--- src/rtl/memBusPkg.sv ---
package memBusPkg;

  localparam int MemAddrWidth = 32;
  localparam int MemDataWidth = 64;
  // one line comes back as four data beats
  localparam int BeatsPerLine = 4;
  localparam int BeatCntWidth = 2;

endpackage

--- src/rtl/cacheRefill.sv ---
module cacheRefill
  import memBusPkg::*;
(
  input  logic                    clk,
  input  logic                    rst_n,
  input  logic                    refillStart_i,
  input  logic [MemAddrWidth-1:0] lineAddr_i,
  output logic                    memReq_o,
  output logic [MemAddrWidth-1:0] memAddr_o,
  input  logic                    memBeatValid_i,
  input  logic                    memLast_i,
  input  logic [MemDataWidth-1:0] memData_i,
  output logic                    beatWe_o,
  output logic [BeatCntWidth-1:0] beatIdx_o,
  output logic [MemDataWidth-1:0] beatData_o,
  output logic                    refillDone_o
);

  logic                    busyQ;
  logic [BeatCntWidth-1:0] beatCntQ;
  logic [MemAddrWidth-1:0] lineAddrQ;
  logic                    beatTake;

  // beats only count while a burst is open
  assign beatTake = busyQ && memBeatValid_i;

  always_ff @(posedge clk or negedge rst_n) begin
    if (!rst_n) begin
      busyQ    <= 1'b0;
      beatCntQ <= '0;
    end else if (refillStart_i) begin
      busyQ    <= 1'b1;
      beatCntQ <= '0;
    end else if (beatTake) begin
      beatCntQ <= beatCntQ + 1'b1;
      if (memLast_i) begin
        busyQ <= 1'b0;
      end
    end
  end

  always_ff @(posedge clk) begin
    if (refillStart_i) begin
      lineAddrQ <= lineAddr_i;
    end
  end

  assign memReq_o     = busyQ;
  assign memAddr_o    = lineAddrQ;
  assign beatWe_o     = beatTake;
  assign beatIdx_o    = beatCntQ;
  assign beatData_o   = memData_i;
  // flags the closing beat of the burst
  assign refillDone_o = beatTake && memLast_i;

endmodule

--- config.mk ---
export PLATFORM = sky130hd
export DESIGN_NAME = cacheRefill
export DESIGN_NICKNAME = d
export VERILOG_FILES = /design/src/rtl/memBusPkg.sv /design/src/rtl/cacheRefill.sv
export SDC_FILE = /design/constraint.sdc
export NUM_CORES = 1
export LEC_CHECK = 0
export BUFFER_PORTS_ARGS = -buffer_cell sky130_fd_sc_hd__buf_4
export CELL_PAD_IN_SITES_DETAIL_PLACEMENT = 1
export CELL_PAD_IN_SITES_GLOBAL_PLACEMENT = 1
export CORE_MARGIN = 3
export CORE_UTILIZATION = 19
export DETAILED_ROUTE_END_ITERATION = 8
export PLACE_DENSITY = 0.84
export RECOVER_POWER = 25
export SKIP_LAST_GASP = 1
export SYNTH_ARGS = -nofsm -noshare
export SYNTH_HDL_FRONTEND = slang
export SYNTH_SLANG_ARGS = --single-unit
--- constraint.sdc ---
create_clock -name clk -period 0.85 [get_ports clk]
set_input_delay 0.0425 -clock clk [delete_from_list [all_inputs] [get_ports clk]]
set_output_delay 0.0425 -clock clk [all_outputs]
set_load 0.01 [all_outputs]
# Word-level counts from Yosys, hierarchy flattened
# Index checks and enable logic that the tools add are counted.
[word_totals] ff_bits=35 in_bits=101 output_inout_bits=101 word_cells=14
[op_classes] addsub=1 mux=5 n_reduce_logical=5
[ops] operator="2-bit two-way mux" n=2
[ops] operator="2-bit nonzero test" n=2
[ops] operator="1-bit two-way mux" n=3
[ops] operator="2-bit by 1-bit adder with 2-bit output, second input constant" n=1
[ops] operator="1-bit logical AND" n=2
[ops] operator="2-bit AND reduction" n=1

# Depth between registers and ports, before layout
[depth] ltp_word=3 mapped_depth=2 mapped_depth_nobuf=2

# Least setup slack after synthesis
# OpenSTA, ideal clock, no wires.
[synth_path] path_kind="register to register" from="register busyQ (netlist: memReq_o)" to="register beatCntQ[1] (netlist: beatIdx_o[1])" setup_time_ns=0.125 t_arrival_ns=0.840 required_time_ns=0.725 setup_slack_ns=-0.115 path_stages_with_launch=3 n_path_buf=0 synth_period_minus_slack_ns=0.965 path_cell_list="dfrtp_1 nand3_2 mux2_4"
[synth_via] elab_chain_cells=2
[synth_rtl] item="start, declared" line="cacheRefill.sv:19" text="logic busyQ;"
[synth_rtl] item="start signal, assigned" line="cacheRefill.sv:29" text="busyQ <= 1'b0;"
[synth_rtl] item="start signal, assigned" line="cacheRefill.sv:32" text="busyQ <= 1'b1;"
[synth_rtl] item="start signal, assigned" line="cacheRefill.sv:37" text="busyQ <= 1'b0;"
[synth_rtl] item="1-bit logical AND" line="cacheRefill.sv:25" text="assign beatTake = busyQ && memBeatValid_i;"
[synth_rtl] item="2-bit nonzero test (no source line)"
[synth_rtl] item="end signal, assigned" line="cacheRefill.sv:35" text="beatCntQ <= beatCntQ + 1'b1;"
[synth_rtl] item="end, declared" line="cacheRefill.sv:20" text="logic [BeatCntWidth-1:0] beatCntQ;"
# Every way passes these cells.
# A chain may end at the register's enable or synchronous reset.

# Worst setup path after layout
[layout_path] from="register busyQ (netlist: memReq_o)" to="output port refillDone_o"
[layout_via] elab_chain_cells=2
[layout_rtl] item="1-bit logical AND" line="cacheRefill.sv:25"
[layout_rtl] item="1-bit logical AND" line="cacheRefill.sv:54" text="assign refillDone_o = beatTake && memLast_i;"
[layout_rtl] item="end, declared" line="cacheRefill.sv:16" text="output logic refillDone_o"
# Every way passes these cells.

==> results.md <==
* Outcome: complete, but fails checks
* Failing checks: negative setup slack
* DR vias at 957
* Synthesis-stage register bit count at 35
* Yosys warnings at 0
* Post-synth top area cell: edfxtp_1
* Number of flops mapped to enable cells by yosys at 32
* RSZ-0062 raised after global routing: true
* Worst EP arrival at 0.99 ns
* Top-area cell type share of the netlist area at 0.600
* Initial antenna violation count at 0
* Crit. End Element: output pin
* Worst-path clk slew at 0.07 ns
* Fin Hold WS at 0.0721 ns
* Overflow after GRT at 0
* Most frequent cell after synthesis: buf_4
* Pre-CTS setup slack at -0.0676 ns
* Pwr Total at 3980 uW
* Post-Syn Area at 1600 um2
* Via-to-Cell Ratio at 3.57
* H-Tree Depth at 2
* # setup viols final at 16
* Fin crit period at 1.04 ns
* Sequential power share at 0.528
* Fmax achieved at 0.966 GHz
* DRT iter0 DRCs at 15
* Crit Path Class: reg2out
* Post-Syn Area per Cell at 14.6 um2
* Final GP Congestion at 0.664
* Drt pass-1 iters at 2
* Share of cells above drive strength 1 at 0.566
* CP Launch Type: flop
* Final Util at 0.303
* Fin Setup TNS at -0.995 ns
* Clock power share at 0.290
* Comb power frac at 0.182
* Die area at 9570 um2
* Relative slew slack at 0.822
* Clock Skews at 0.00607 ns
* Crit share post-route at 1.22
* ANT nets after route at 0
* Clk buf depth at 2
* Core ar. at 7970 um2
* Highest net fanout along the worst path at 5
* Die X at 97.8 um
* Gr usage total at 0.0761
* Asr flop ratio synth at 0.0857
* PnR worst setup slack at -0.185 ns
* Drt total wl at 3.69 mm
* CTS Sinks at 35
* Post-synth cell types at 14
* Sequential-to-total area share from yosys stat at 0.647
* Num CTS Buffers at 5
* Ant diodes at 0
* # nets final at 266
* Io pins at 202
* Residual DRC at 0
* Initial core utilization at 0.201
* Synth top area cells: edfxtp_1 (60%), buf_4 (30%), dfrtp_1 (4.7%)
* Power Dens Cells at 1650 nW/um2
* Number of max-cap violations at 0
* TritonCTS clock tree: done
* Vias in the first global route at 1101
* Lkg Pwr at 0.000992 uW
* Detailed Place HPWL at 2.60 mm
* Highest ir drop seen on vdd at 0.748 mV
* Commonest cells in the netlist: buf_4 (64), edfxtp_1 (32), dfrtp_1 (3)
* Fin. max-slew vios at 0
* Cell internal pwr at 3090 uW
* Worst hold path class: in2reg
* Die Y at 97.8 um
* Wire length per cell at 13.8 um
* Switching Share at 0.223
* Pin count of the biggest net entering global routing at 20
* Slew @ Worst Pin at 0.267 ns
* Port-buffer cells at 73
* First-pass GRT wire length at 5.61 mm
* Clock Latency Late Sink at 0.28 ns
* Endpoints failing hold at 0
* Clock root buffer: clkbuf_8
* FP Rows at 32
* Fillers at 853
* Syn Nets at 211
* Post-synth top flop: edfxtp_1
* Syn-to-layout area delta at 50.9%
* Req. time, crit path at 0.81 ns
* Switching power total at 886 uW
* Syn Inst Count at 110
[stage by stage]
step | area, um2 | std cells
3_3_place_gp | 1840 | 225
3_5_place_dp | 1840 | 225
5_1_grt | 2420 | 268
6_report | 2420 | 268
2_1_floorplan | 1600 | 110
4_1_cts | 2370 | 268
[per-layer routing]
metal	global-route usage	part of all wire	vias up	routed length [um]
li1	-	-	415	-
met3	0.0421	0.12	24	429
met5	0	0	-	0
met4	0.0437	0.035	0	128
met2	0.130	0.51	69	1890
met1	0.0723	0.34	449	1240
[flip-flops by register name, indices dropped and copies added, names as in the netlist]
name,count
beatIdx_o,2
memReq_o,1
memAddr_o,32
[repair_timing]
item / in CTS / in global routing
hold buffers: 33 / 0
setup buffers: 2 / 0
hold endpoints to repair: 35 / 0
pin swaps: 2 / 0
resized for setup: 26 / 13
setup endpoints to repair: 34 / 40
[final cells by class]
class / count / area [um2] / area share
clock buffers: 6 / 72.6 / 0.0300
clock inverters: 2 / 12.5 / 0.00518
multi-input cells: 11 / 97.6 / 0.0404
flip-flops and latches: 35 / 1040 / 0.430
well taps: 102 / 128 / 0.0528
repair buffers: 112 / 1070 / 0.442
[critical path, stage by stage (launching register included)]
cell and delay [ns]:
dfrtp_2 0.44, and3_4 0.16, buf_6 0.12
[path summary, 6_finish.rpt]
kind	slack, ns	startpoint	end	cells after the start
max	-0.19	memReq_o	refillDone_o	2
min reg2reg	0.63	beatIdx_o[0]	beatIdx_o[0]	2
min	0.07	memLast_i	memReq_o	3
max in group asynchronous	0.63	rst_n	memReq_o	2
max reg2reg	-0.18	memReq_o	beatIdx_o[1]	3
min in group asynchronous	0.11	rst_n	beatIdx_o[1]	2
[cells in the final DEF, fill, tap and decap left out]
master	Yosys	routed
buf_12	0	1
a21oi_1	1	1
mux2_4	1	1
dfrtp_1	3	1
nor2b_1	1	1
a21o_2	1	1
buf_6	0	35
nor2_1	1	1
clkinv_2	0	1
clkbuf_1	0	1
clkbuf_8	0	5
and2_4	0	1
a21bo_2	1	1
nand2_1	1	1
buf_4	64	43
nand3_4	0	1
edfxtp_1	32	32
dlygate4sd3_1	0	33
and3_4	0	1
dfrtp_2	0	2
nand3b_1	1	1
clkinvlp_4	0	1
[cells by family after synthesis]
kind of cell,count (synthesis),synth area share
AO/OA/AOI/OAI,3,0.0148
buffers and inverters,64,0.300
flip-flops,35,0.647
multiplexers,1,0.00937
AND/OR/NAND/NOR,7,0.0289
[power by group through the flow]
stage / logic [uW] / registers (uW) / clock network (uW)
after floorplan: 342 / 2180 / 0
after global placement: 502 / 2110 / 0
after detailed placement: 513 / 2110 / 0
after CTS: 705 / 2090 / 1240
after global routing: 773 / 2120 / 1300
final: 723 / 2100 / 1150
Power figures use the tool's default switching activity.
