$ cat src/rtl/memBusPkg.sv
package memBusPkg;

  localparam int MemAddrWidth = 32;
  localparam int MemDataWidth = 64;
  // one line comes back as four data beats
  localparam int BeatsPerLine = 4;
  localparam int BeatCntWidth = 2;

endpackage

$ cat src/rtl/cachePkg.sv
package cachePkg;

  localparam int AddrWidth   = 32;
  // width of one data word of the core
  localparam int XLen        = 64;
  localparam int TagWidth    = 21;
  localparam int IndexWidth  = 6;
  localparam int OffsetWidth = 5;
  localparam int NumSets     = 64;
  localparam int NumWays     = 2;

  // request address, read raw or split into tag, set and line offset
  typedef union packed {
    logic [AddrWidth-1:0] raw;
    struct packed {
      logic [TagWidth-1:0]   tag;
      logic [IndexWidth-1:0] index;
      // which 64-bit word of the line
      logic [1:0]            wordSel;
      logic [2:0]            byteOff;
    } f;
  } cacheAddrU;

endpackage
$ cat src/rtl/cacheCtrl.sv
module cacheCtrl
  import cachePkg::*;
  import memBusPkg::*;
(
  input  logic                    clk,
  input  logic                    rst_n,
  input  logic                    valid_i,
  input  logic [AddrWidth-1:0]    addr_i,
  output logic                    ready_o,
  output logic                    dataOk_o,
  output logic [XLen-1:0]         rdData_o,
  input  logic                    cacheEn_i,
  input  logic                    hit_i,
  input  logic                    hitWay_i,
  input  logic                    victimWay_i,
  input  logic [XLen-1:0]         word_i,
  input  logic                    beatWe_i,
  input  logic [BeatCntWidth-1:0] beatIdx_i,
  input  logic [MemDataWidth-1:0] beatData_i,
  input  logic                    refillDone_i,
  output logic                    lookup_o,
  output cacheAddrU               reqAddr_o,
  output logic                    refillStart_o,
  output logic                    allocate_o,
  output logic                    allocWay_o
);

  localparam logic [1:0] StIdle    = 2'd0;
  localparam logic [1:0] StCompare = 2'd1;
  localparam logic [1:0] StRefill  = 2'd2;
  localparam logic [1:0] StRespond = 2'd3;

  logic [1:0]      stateQ;
  logic [1:0]      stateD;
  cacheAddrU       reqQ;
  logic            hitEff;
  logic            accept;
  logic            okQ;
  logic            allocWayQ;
  logic [XLen-1:0] rdDataQ;

  // a disabled cache never hits
  assign hitEff        = hit_i && cacheEn_i;
  assign ready_o       = (stateQ == StIdle) || ((stateQ == StCompare) && hitEff);
  assign accept        = valid_i && ready_o;
  assign lookup_o      = accept;
  assign refillStart_o = (stateQ == StCompare) && !hitEff;
  assign allocate_o    = (stateQ == StRespond) && cacheEn_i;
  // hit way steers the read during compare, victim way the fill afterwards
  assign allocWay_o    = (stateQ == StCompare) ? hitWay_i : allocWayQ;
  assign reqAddr_o     = reqQ;
  assign dataOk_o      = okQ;
  assign rdData_o      = rdDataQ;

  always_comb begin
    stateD = stateQ;
    case (stateQ)
      StIdle: begin
        if (accept) begin
          stateD = StCompare;
        end
      end
      StCompare: begin
        if (!hitEff) begin
          stateD = StRefill;
        end else if (!accept) begin
          stateD = StIdle;
        end
      end
      StRefill: begin
        if (refillDone_i) begin
          stateD = StRespond;
        end
      end
      default: begin
        stateD = StIdle;
      end
    endcase
  end

  always_ff @(posedge clk or negedge rst_n) begin
    if (!rst_n) begin
      stateQ <= StIdle;
      okQ    <= 1'b0;
    end else begin
      stateQ <= stateD;
      okQ    <= ((stateQ == StCompare) && hitEff) || ((stateQ == StRefill) && refillDone_i);
    end
  end

  always_ff @(posedge clk) begin
    if (accept) begin
      reqQ.raw <= addr_i;
    end
    if (refillStart_o) begin
      allocWayQ <= victimWay_i;
    end
    // miss word is taken straight off the bus as its beat goes by
    if ((stateQ == StCompare) && hitEff) begin
      rdDataQ <= word_i;
    end else if ((stateQ == StRefill) && beatWe_i && (beatIdx_i == reqQ.f.wordSel)) begin
      rdDataQ <= beatData_i;
    end
  end

endmodule

$ cat config.mk
export PLATFORM = sky130hd
export DESIGN_NAME = cacheCtrl
export DESIGN_NICKNAME = d
export VERILOG_FILES = /design/src/rtl/memBusPkg.sv /design/src/rtl/cachePkg.sv /design/src/rtl/cacheCtrl.sv
export SDC_FILE = /design/constraint.sdc
export NUM_CORES = 1
export LEC_CHECK = 0
export BUFFER_PORTS_ARGS = -buffer_cell sky130_fd_sc_hd__buf_2
export CAP_MARGIN = 10
export CORE_AREA = 3 3 104 106
export CTS_CLUSTER_SIZE = 10
export DETAILED_ROUTE_END_ITERATION = 16
export DIE_AREA = 0 0 107 109
export PLACE_DENSITY_LB_ADDON = 0.05
export SKIP_LAST_GASP = 1
export SYNTH_ARGS = -nofsm -noshare
export SYNTH_HDL_FRONTEND = slang
export SYNTH_SLANG_ARGS = --single-unit
$ cat constraint.sdc
create_clock -name clk -period 24.2 [get_ports clk]
set_clock_uncertainty 0.15 [all_clocks]
set_input_delay 1.21 -clock clk [delete_from_list [all_inputs] [get_ports clk]]
set_output_delay 1.21 -clock clk [all_outputs]
set_load 0.005 [all_outputs]
# == Word level (Yosys, flattened, before mapping) ==
# Index checks and enable logic that the tools add are counted.
# word_totals
mem_bits_rw,0
ff_bits,100
elab_cells,34
mem_bits_ro,0
input_bits,171
memories,0
output_inout_bits,102
latchBits,0
# op_classes
reduce_logical,14
div,0
eq_ne,7
bitwise,0
shift,0
multipliers,0
order_cmp,0
n_addsub,0
muxes,8
# ops
op,n
2-to-1 mux 64 bit,2
logical AND 1 bit,8
2-to-1 mux 2 bit,4
one-hot mux 2 bit (3 select lines),1
"== test 2 bit, second input constant",2
"inequality test 2 bit, second input constant",2
"inequality test 3 bit, second input constant",1
AND reduction 3 bit,1
"== test 2 x 1 -> 1 bit, second input constant",1
== test 2 bit,1
zero test 2 bit,1
logical OR 1 bit,2
nonzero test 2 bit,1
zero test 1 bit,1
2-to-1 mux 1 bit,1

# == Logic depth before layout (Yosys ltp) ==
# logic_depth
depth_word,7
ltp_mapped,4
ltp_nobuf,2

# == Worst setup path before layout ==
# OpenSTA, ideal clock, no wires.
# synth_timing
kind,in2reg
startpoint,in beatIdx_i[1]
endpoint,reg rdDataQ[0] (netlist: rdData_o[0]) (enable)
stages,2
arrival_ns,7.871
t_required_ns,23.389
path_slack_ns,15.517
setup_time_ns,0.661
path_cell_list,xor2_1 > o41ai_1
# synth_between
elab_chain_cells,3
# synth_lines
item,line,rtl
start: declaration,cacheCtrl.sv:18,"input logic [BeatCntWidth-1:0] beatIdx_i,"
== test 2 bit,cacheCtrl.sv:101,end else if ((stateQ == StRefill) && beatWe_i && (beatIdx_i == reqQ.f.wordSel)) begin
logical AND 1 bit,cacheCtrl.sv:101,
nonzero test 2 bit (no line),-,
end signal: assignment,cacheCtrl.sv:100,rdDataQ <= word_i;
end signal: assignment,cacheCtrl.sv:102,rdDataQ <= beatData_i;
end: declaration,cacheCtrl.sv:40,logic [XLen-1:0] rdDataQ;
# Every way passes these cells.
# A chain may end at the register's enable or synchronous reset.

# == Final worst setup path ==
# layout_timing
startpoint,in hit_i
endpoint,out ready_o
# layout_between
elab_chain_cells,3
# layout_lines
item,line,rtl
start: declaration,cacheCtrl.sv:13,"input logic hit_i,"
logical AND 1 bit,cacheCtrl.sv:43,assign hitEff = hit_i && cacheEn_i;
logical AND 1 bit,cacheCtrl.sv:44,assign ready_o = (stateQ == StIdle) || ((stateQ == StCompare) && hitEff);
logical OR 1 bit,cacheCtrl.sv:44,
end: declaration,cacheCtrl.sv:9,"output logic ready_o,"
# Every way passes these cells.

==> flow_summary.yaml <==
finish:
  fin_cells: 609
  area_delta_synth_final_pct: 43.60
  post-route-util: 0.5781
  final_nets: 642
  layout_common_cells: "272 x buf_2, 97 x edfxtp_1, 49 x mux2_2, 16 x mux2_4, 9 x clkbuf_8"
  drive_above_1_share: 0.7542
  final_common_cell: "buf_2"
  diodes: 0
timing:
  slew_headroom: 0.3555
  clock.fmax_mhz: 265.8
  slew_violations: 0
  tightest_slew_ns: 0.9668
  finalHoldViolations: 0
  finalCriticalPeriod_ns: 3.762
  rsz0062_at_grt: "false"
  tns_ns: 0
  setup_violations: 0
  fin_crit_sh: 0.1555
  setup_ws_ns: 20.44
setup_path:
  worstSetupPathType: "primary input to output port"
  required_ns: 22.84
  rrSetupSlack_ns: 21.74
  critPathLaunchType: "primary input"
  cp.arrival_ns: 2.40
  cpMostUsedCell: "buf_2"
  critPathCaptureType: "output port"
  crit_slowest_cell: "buf_4"
  path_buf_inv: 3
  crit_family: "buffers and inverters"
  crit_path_cell_trace: "buf_2, nand4b_4, buf_4, nand2_1, buf_2"
  cp_max_fo: 67
  slowest_delay_ns: 0.69
power_and_ir_drop:
  p_total_mw: 0.4414
  power_leakage_nw: 2.570
  power_density_mw_per_mm2: 77.40
  max-vdd-ir-drop_v: 0.00003149
clock_network:
  h-tree-depth: 3
  clk_latency_ns: 0.36
  clkSinkCount: 100
  post_cts_buffers: 0
  cts_resized: 0
  cts_root_buf: "clkbuf_8"
  cts_made_buffers: 9
  cts.reportedPaths.clkPinSlew_ns: 0.08
  cts_hold_buf: 0
  clk_path_buf_depth: 2
  tritoncts: "yes"
drt:
  drt-vias-per-instance: 4.501
  dr.first_iter.drc_count: 87
  ant_nets: 0
  drt-total-wl_um: 10160
  post_drt_wl_per_cell_um: 16.68
  first_pass_iters: 6
  vias: 2741
  drc: 0
floorplan:
  coreArea_mm2: 0.009864
  row_count: 36
  die_h_um: 109
  initial_utilization: 0.4026
  pin_count: 273
  dieArea_mm2: 0.01166
  die_w_um: 107
flow_run:
  drv_cap: 0
place:
  io_buffers: 272
  dp_cells: 593
  dpl.hpwl_um: 7996
  place_ws_ns: 20.39
  place_congestion: 0.7471
logic_synthesis:
  synth_cell_types: 20
  ys_warn_count: 0
  syn_nets: 362
  avgSynthCellArea_um2: 20.79
  ys_seq_area_frac: 0.7524
  ys_ff_latch: 100
  synthCells: 191
  netlist_area_mm2: 0.003971
global_route:
  antenna_found_initial: 0
  grt-ovfl-total: 0
  grt_max_degree: 68
  grt_pass1_wl_um: 14080
  grt_pass1_vias: 2685
  grt.total_usage: 0.1631
run_status:
  outcome: "complete, no violations"
min_path:
  hp-class: "primary input to asynchronous set/reset pin"
registers in the layout, indices dropped and copies added, names as in the netlist:
register   count
allocWayQ      1
dataOk_o       1
rdData_o      64
reqAddr_o     32
stateQ         2
routing by layer:
| layer | up-vias | track usage | wire, um |
|---|---|---|---|
| li1 | 1307 | - | - |
| met1 | 1250 | 0.1711 | 3620 |
| met2 | 168 | 0.2891 | 5236 |
| met3 | 16 | 0.06750 | 1092 |
| met4 | 0 | 0.06941 | 208 |
| met5 | - | 0 | 0 |
report_power, final:
part / internal (mW) / switching, mW
clock network: 0.0589 / 0.0560
logic: 0.0469 / 0.0464
registers: 0.225 / 0.00802
cells in the mapped netlist:
| library cell | count | area, um^2 |
|---|---|---|
| nand2_1 | 1 | 3.750 |
| buf_6 | 3 | 33.78 |
| nand2b_1 | 2 | 12.51 |
| or2_2 | 1 | 6.260 |
| nor2_1 | 1 | 3.750 |
| and2_1 | 1 | 6.260 |
| and3_1 | 1 | 6.260 |
| a21boi_0 | 1 | 7.510 |
| edfxtp_1 | 97 | 2913 |
| nand4b_1 | 1 | 8.760 |
| buf_2 | 4 | 20.02 |
| inv_1 | 2 | 7.510 |
| o21ai_0 | 3 | 15.01 |
| mux2_2 | 49 | 551.8 |
| nand4b_4 | 1 | 23.77 |
| mux2_4 | 16 | 240.2 |
| o41ai_1 | 1 | 8.760 |
| mux2i_1 | 1 | 10.01 |
| dfrtp_1 | 3 | 75.07 |
| xor2_1 | 2 | 17.52 |
kinds of logic after synthesis:
logic type / synth area share
mux: 0.2020
buf+inv: 0.01544
simple gates: 0.01796
xor+xnor: 0.004412
flops: 0.7524
compound gates: 0.007876
cell type report:
cell class | instances | area [um^2]
Tap cell | 133 | 166.4
Inverter | 2 | 7.507
Fill cell | 829 | 4161
Sequential cell | 100 | 2988
Multi-Input combinational cell | 82 | 933.4
Clock inverter | 5 | 85.08
Timing Repair Buffer | 276 | 1391
Clock buffer | 11 | 131.4
worst reg2reg max path: cells and delay by family (launching register included):
kind / cells / cell delay (ns)
simple gates: 1 / 0.18
buf+inv: 2 / 1.07
flops: 1 / 0.46
compound gates: 1 / 0.24
metrics by stage:
stage	hold WS (ns)	cell area, um^2
after global routing	0.4579	5703
final	0.4892	5703
after floorplan	0.4029	3971
after detailed placement	0.4786	5487
after global placement	0.4693	5487
after CTS	0.4645	5703
worst paths after layout:
path,cells past startpoint,endpoint,from
worst max-delay path,5,ready_o,hit_i
worst min-delay path,1,dataOk_o,rst_n
worst max register to register,4,rdData_o[46],stateQ[1]
worst min register to register,1,stateQ[0],stateQ[0]
max in group asynchronous,1,stateQ[0],rst_n
min in group clk,1,stateQ[0],stateQ[0]
(Power assumes the default switching activity.)
