## src/rtl/cachePkg.sv

```systemverilog
package cachePkg;

  localparam int AddrWidth   = 32;
  // width of one data word of the core
  localparam int XLen        = 64;
  localparam int TagWidth    = 21;
  localparam int IndexWidth  = 6;
  localparam int OffsetWidth = 5;
  localparam int NumSets     = 64;
  localparam int NumWays     = 2;

  // request address, read raw or split into tag, set and line offset
  typedef union packed {
    logic [AddrWidth-1:0] raw;
    struct packed {
      logic [TagWidth-1:0]   tag;
      logic [IndexWidth-1:0] index;
      // which 64-bit word of the line
      logic [1:0]            wordSel;
      logic [2:0]            byteOff;
    } f;
  } cacheAddrU;

endpackage
```

## src/rtl/cacheTagArray.sv

```systemverilog
module cacheTagArray
  import cachePkg::*;
#(
  parameter int  NumSetsP = 64,
  localparam int SetIdxW  = $clog2(NumSetsP)
) (
  input  logic                clk,
  input  logic                rst_n,
  input  logic                lookup_i,
  input  logic [SetIdxW-1:0]  lookupIndex_i,
  input  logic [TagWidth-1:0] cmpTag_i,
  output logic                hit_o,
  output logic                hitWay_o,
  output logic                victimWay_o,
  input  logic                allocate_i,
  input  logic                allocWay_i,
  input  logic [SetIdxW-1:0]  allocIndex_i,
  input  logic [TagWidth-1:0] allocTag_i,
  input  logic                inval_i
);

  logic [TagWidth-1:0]              tagMem [NumWays][NumSetsP];
  logic [NumWays-1:0][NumSetsP-1:0] validQ;
  // per set, the way to replace next
  logic [NumSetsP-1:0]              lruQ;

  logic [TagWidth-1:0] rdTagQ [NumWays];
  logic [NumWays-1:0]  rdValidQ;
  logic [SetIdxW-1:0]  lookIdxQ;
  logic                lookupQ;
  logic [NumWays-1:0]  wayMatch;

  always_ff @(posedge clk) begin
    if (allocate_i) begin
      tagMem[allocWay_i][allocIndex_i] <= allocTag_i;
    end
  end

  // both ways of the set are read on lookup
  always_ff @(posedge clk) begin
    if (lookup_i) begin
      for (int w = 0; w < NumWays; w++) begin
        rdTagQ[w]   <= tagMem[w][lookupIndex_i];
        rdValidQ[w] <= validQ[w][lookupIndex_i];
      end
      lookIdxQ <= lookupIndex_i;
    end
  end

  always_comb begin
    for (int w = 0; w < NumWays; w++) begin
      wayMatch[w] = rdValidQ[w] && (rdTagQ[w] == cmpTag_i);
    end
  end

  // compare only counts in the cycle right after a lookup
  assign hit_o       = lookupQ && (|wayMatch);
  assign hitWay_o    = wayMatch[1];
  assign victimWay_o = lruQ[allocIndex_i];

  always_ff @(posedge clk or negedge rst_n) begin
    if (!rst_n) begin
      validQ  <= '0;
      lruQ    <= '0;
      lookupQ <= 1'b0;
    end else begin
      lookupQ <= lookup_i;
      if (inval_i) begin
        validQ <= '0;
      end else if (allocate_i) begin
        validQ[allocWay_i][allocIndex_i] <= 1'b1;
      end
      // the way just used becomes most recent
      if (allocate_i) begin
        lruQ[allocIndex_i] <= ~allocWay_i;
      end else if (hit_o) begin
        lruQ[lookIdxQ] <= ~hitWay_o;
      end
    end
  end

endmodule

```

## config.mk

```make
export PLATFORM = sky130hd
export DESIGN_NAME = cacheTagArray
export DESIGN_NICKNAME = d
export VERILOG_FILES = /design/src/rtl/cachePkg.sv /design/src/rtl/cacheTagArray.sv
export SDC_FILE = /design/constraint.sdc
export NUM_CORES = 2
export LEC_CHECK = 0
export ABC_CLOCK_PERIOD_IN_PS = 2150
export BUFFER_PORTS_ARGS = -buffer_cell sky130_fd_sc_hd__buf_2
export CAP_MARGIN = 10
export CORE_ASPECT_RATIO = 1.1
export CORE_UTILIZATION = 59
export CTS_BUF_LIST = sky130_fd_sc_hd__clkbuf_2 sky130_fd_sc_hd__clkbuf_4 sky130_fd_sc_hd__clkbuf_8
export CTS_CLUSTER_SIZE = 25
export DETAILED_ROUTE_END_ITERATION = 12
export GPL_ROUTABILITY_DRIVEN = 0
export HOLD_SLACK_MARGIN = 0.05
export PLACE_DENSITY = 0.88
export SLEW_MARGIN = 20
export SYNTH_ARGS = -nofsm -noshare
export SYNTH_HDL_FRONTEND = slang
export SYNTH_SLANG_ARGS = --single-unit
```

## constraint.sdc

```tcl
create_clock -name clk -period 2.15 [get_ports clk]
set_input_delay 0.3225 -clock clk [delete_from_list [all_inputs] [get_ports clk]]
set_output_delay 0.3225 -clock clk [all_outputs]
set_load 0.02 [all_outputs]
```

==> results of run 1 <==
==> cell families after synthesis <==
logic type / share of synthesized area
AOI/OAI and AO/OA: 0.0206
xor gates and xnor gates: 0.00330
buffers and inverters: 0.0124
DFF: 0.762
muxes: 0.177
and+or+nand+nor: 0.0244
==> what timing repair did <==
action                     4_1_cts
pin swaps                       55
hold endpoints to repair      3082
setup endpoints to repair      106
gates resized for setup        223
hold buffers                    38
gates cloned                     7
setup buffers                   20
==> routing by layer <==
metal	global-route usage	GRT overflow
met1	0.624	15
met2	0.815	53
met3	0.569	13
met4	0.594	62
met5	0.403	7
==> through the flow <==
stage	instance area, µm²	cells	utilization	worst slack [ns]
2_1_floorplan	116000	5238	-	-0.306
3_3_place_gp	126000	8255	0.656	-0.952
3_5_place_dp	126000	8255	0.656	-1.02
4_1_cts	136000	9060	0.706	-1.33
==> impl_metrics.tcl, run 1 <==
set metrics [dict create \
    die_height_um 463 \
    outcome "stopped before the end" \
    ys.warnings.count 0 \
    synth_enable_flop_cells 2738 \
    number_of_clock_buffers_inserted_by_tritoncts 422 \
    worst_path_end_type "output port" \
    globalRouteTotalUtil 0.658 \
    outcome.stop_stage "global routing (5_1_grt)" \
    row_count 169 \
    clock_sinks 2931 \
    synth_nets 5298 \
    ys_seq_area_frac 0.762 \
    flip_flop_and_latch_count_after_synthesis 2931 \
    number_of_antenna_violations_at_the_first_check_in_global_routing 115 \
    synthesis.instances 5238 \
    top_reg_cell_synth "sky130_fd_sc_hd__edfxtp_1" \
    clk_path_buf_depth 4 \
    clock-root-buffer "sky130_fd_sc_hd__clkbuf_8" \
    async_flop_share 0.0658 \
    numPortBuffers 62 \
    hpwl_mm 212 \
    start_util 0.593 \
    grt-ovfl-total 150 \
    netlist_top_cells_area "sky130_fd_sc_hd__edfxtp_1, sky130_fd_sc_hd__mux4_2, sky130_fd_sc_hd__dfrtp_1" \
    grt_max_degree 129 \
    synthMostInstantiatedCell "sky130_fd_sc_hd__edfxtp_1" \
    cts_h_tree_depth 5 \
    synth_area_mm2 0.114 \
    die_width_um 421 \
    synth_top_cells_by_count "sky130_fd_sc_hd__edfxtp_1, sky130_fd_sc_hd__mux4_2, sky130_fd_sc_hd__nor2_1" \
    library_cells_used_by_synthesis 61 \
    yosys.area.top_type "sky130_fd_sc_hd__edfxtp_1" \
    synth_area_per_cell_um2 21.8 \
    grt-worst-endpoint "victimWay_o" \
    toolErrorMsg "[ERROR GRT-0232] Routing congestion too high. Check the congestion heatmap in the GUI." \
    ioPinCount 63 \
    synth_top_area_share 0.720 \
]
==> run 2, diff against run 1 <==
==> config.mk (replaced) <==
export PLATFORM = sky130hd
export DESIGN_NAME = cacheTagArray
export DESIGN_NICKNAME = d
export VERILOG_FILES = /design/src/rtl/cachePkg.sv /design/src/rtl/cacheTagArray.sv
export SDC_FILE = /design/constraint.sdc
export NUM_CORES = 2
export LEC_CHECK = 0
export ABC_CLOCK_PERIOD_IN_PS = 2790
export BUFFER_PORTS_ARGS = -buffer_cell sky130_fd_sc_hd__buf_2
export CAP_MARGIN = 10
export CORE_UTILIZATION = 40
export DETAILED_ROUTE_END_ITERATION = 12
export GPL_ROUTABILITY_DRIVEN = 0
export PLACE_DENSITY_LB_ADDON = 0.15
export SLEW_MARGIN = 20
export SYNTH_ARGS = -nofsm -noshare
export SYNTH_HDL_FRONTEND = slang
export SYNTH_SLANG_ARGS = --single-unit
==> constraint.sdc (replaced) <==
create_clock -name clk -period 2.79 [get_ports clk]
set_input_delay 0.4185 -clock clk [delete_from_list [all_inputs] [get_ports clk]]
set_output_delay 0.4185 -clock clk [all_outputs]
set_load 0.02 [all_outputs]
==> run 2 against run 1 <==
  * The flow now finishes, with violations (setup timing)
  * Area after synthesis did not move
  * Synthesized cell count stayed put
==> impl_metrics.tcl, run 2 <==
set metrics [dict create \
    outcome "finished with violations" \
    failed_checks "setup timing" \
    cpLargestDelayFamily "simple AND/OR/NAND/NOR gates" \
    largest_register_ff_count 2688 \
    ys_seq_area_frac 0.762 \
    critPathBufInv 2 \
    route.vias.total 57600 \
    p_leak_uw 0.0443 \
    top_reg_cell_synth "sky130_fd_sc_hd__edfxtp_1" \
    power.clock.fraction 0.434 \
    timing.slew.headroom 0.232 \
    synth_enable_flop_cells 2738 \
    critical-path-max-stage-delay_ns 0.49 \
    mostFrequentLayoutCell "sky130_fd_sc_hd__edfxtp_1" \
    final_cell_area_mm2 0.137 \
    crit_path_start_kind "register" \
    setup.reg_to_reg.worst_slack_ns -0.02 \
    synth_area_mm2 0.114 \
    cp_data_required_time_ns 2.37 \
    drc 0 \
    synth_simple_gate_area_frac 0.0244 \
    worst_ir_drop_vdd_mv 0.458 \
    grt_setup_unrepaired "true" \
    worst_slew_pin_slew_ns 1.15 \
    flip_flop_and_latch_count_after_synthesis 2931 \
    post_synth_mux_area_share 0.177 \
    synth_top_cells_by_count "sky130_fd_sc_hd__edfxtp_1, sky130_fd_sc_hd__mux4_2, sky130_fd_sc_hd__nor2_1" \
    clock_sinks 2931 \
    ioPinCount 63 \
    final.setup.worst_slack_ns -0.726 \
    synth_top_family_by_area "multiplexers" \
    synthesis.instances 5238 \
    async_flop_share 0.0658 \
    fraction_of_layout_cells_with_a_size_suffix_above_1 0.348 \
    critical_path_arrival_ns 3.10 \
    clk_path_buf_depth 4 \
    timing.hold.worst.class "input port to register" \
    total_switching_power_uw 20900 \
    first_global_vias 59200 \
    p_seq_frac 0.508 \
    worst-setup-path-type "register to primary output" \
    ys.warnings.count 0 \
    crit_slowest_cell "sky130_fd_sc_hd__mux4_2" \
    grt-ovfl-total 0 \
    row_count 195 \
    globalRouteTotalUtil 0.233 \
    synthMostInstantiatedCell "sky130_fd_sc_hd__edfxtp_1" \
    clk-insertion-delay-late_ns 0.92 \
    postPlaceCellArea_mm2 0.126 \
    final_hold_viol_count 0 \
    largestRegisters "tagMem x2688, validQ x128, lruQ x64" \
    numPortBuffers 62 \
    internal-power_uw 74800 \
    area_growth_syn_to_layout_pct 19.7 \
    route.detailed.vias_per_inst 5.84 \
    netSwitchingFraction 0.218 \
    number_of_antenna_violations_at_the_first_check_in_global_routing 25 \
    number_of_clock_buffers_inserted_by_tritoncts 319 \
    drt_iter0_drc 6400 \
    power_per_cell_area_mw_per_mm2 700 \
    hpwl_mm 196 \
    slew_violations 0 \
    post_synth_xor_area_fraction 0.00330 \
    totalPowerFinal_uw 95600 \
    skew_ns 0.0819 \
    period_share 1.26 \
    cts_tree "yes" \
    setup_viol 4 \
    core_area_mm2 0.283 \
    period_minus_slack_ns 3.52 \
    clk_transition_reported_paths_ns 0.06 \
    fp.dieArea_mm2 0.288 \
    clock-root-buffer "sky130_fd_sc_hd__clkbuf_16" \
    die_width_um 536 \
    detail_route.wl_per_cell_um 33.8 \
    cp-end-kind "primary output" \
    synth_fa_ha_area_frac 0 \
    yosys.area.top_type "sky130_fd_sc_hd__edfxtp_1" \
    netlist_top_cells_area "sky130_fd_sc_hd__edfxtp_1, sky130_fd_sc_hd__mux4_2, sky130_fd_sc_hd__dfrtp_1" \
    routed_wirelength_mm 333 \
    fraction_of_the_mapped_netlist_area_in_compound_gates 0.0206 \
    holdWs_ns 0.0410 \
    power.combinational.fraction 0.058 \
    drt_first_pass_iters 6 \
    synth_area_per_cell_um2 21.8 \
    achievable-frequency_mhz 284 \
    num-nets-final 5930 \
    max_flop_register "tagMem" \
    cts_h_tree_depth 5 \
    synth_top_area_share 0.720 \
    die_height_um 536 \
    grt_max_degree 129 \
    crit_fanout 2 \
    first_pass_grt_wire_length_mm 468 \
    maxCapViolCount 0 \
    synth_nets 5298 \
    library_cells_used_by_synthesis 61 \
    start_util 0.403 \
    drtAntennaViolNets 0 \
    layout.cells.most_common_list "sky130_fd_sc_hd__edfxtp_1, sky130_fd_sc_hd__mux4_2, sky130_fd_sc_hd__buf_4" \
    critical_path_cell_by_cell "mux4_2 > mux2i_1 > nor2_1 > nor3_2 > nand4_1 > buf_4 > buf_6" \
]
run 2: cell counts after synthesis:
Identical to the previous run, type by type.
run 2: logic make-up (layout without fill, tap and decap cells):
kind of cell,Yosys count,in the layout
flops,2931,2931
mux,932,932
simple gates,638,638
compound gates,355,355
buf+inv,339,1214
xor+xnor,43,43
other cells,0,11
run 2: power groups by stage:
stage,logic (µW),registers [µW],clock network [µW]
2_1_floorplan,2610,49400,0
3_3_place_gp,5490,49500,0
3_5_place_dp,5550,49500,0
4_1_cts,5600,48600,42300
5_1_grt,5840,48600,43900
6_report,5530,48600,41500
run 2: final timing paths:
path / start / endpoint / depth (start not counted)
min in group asynchronous: rst_n / validQ[50] / 2
hold reg to reg: validQ[74] / validQ[74] / 2
max in group asynchronous: rst_n / validQ[3] / 3
setup / recovery: lruQ[52] / victimWay_o / 7
setup reg to reg: rdTagQ[0][34] / lruQ[46] / 10
hold / removal: allocTag_i[3] / tagMem[0][948] / 1
run 2: area by class of cell:
class / instances / area [µm²]
antenna: 11 / 27.5
inverter: 27 / 111
fill: 23000 / 146000
tap: 3743 / 4680
multi-input combinational: 1968 / 26900
clock inverter: 168 / 1780
timing repair buffer: 623 / 7750
clock buffer: 396 / 8380
sequential: 2931 / 87000
run 2: layer usage:
layer  vias to the layer above  share of wire  GRT usage
li1                      23300              -          -
met1                     31700           0.42      0.328
met2                      2107           0.49      0.382
met3                       488          0.060     0.0321
met4                         2          0.028     0.0614
met5                         -       0.000027          0
run 2: stage by stage:
stage	utilization	TNS, ns	cells	worst slack, ns
2_1_floorplan	-	-231.21	5238	-0.686
3_3_place_gp	0.446	-10.76	9275	-0.717
3_5_place_dp	0.446	-12.38	9277	-0.685
4_1_cts	0.483	-1.68	9854	-0.822
5_1_grt	0.483	-1.86	9859	-0.768
6_report	0.483	-1.61	9867	-0.726
run 2: what timing repair did:
| action | in CTS | in global routing |
|---|---|---|
| endpoints found under the setup margin | 3 | 10 |
| endpoints found under the hold margin | 271 | 0 |
| gates resized for setup | 25 | 8 |
| hold buffers | 10 | 0 |
| buffers inserted | 5 | 2 |
| pin swaps | 6 | 3 |
No activity file was read; power rests on OpenSTA's default activity.
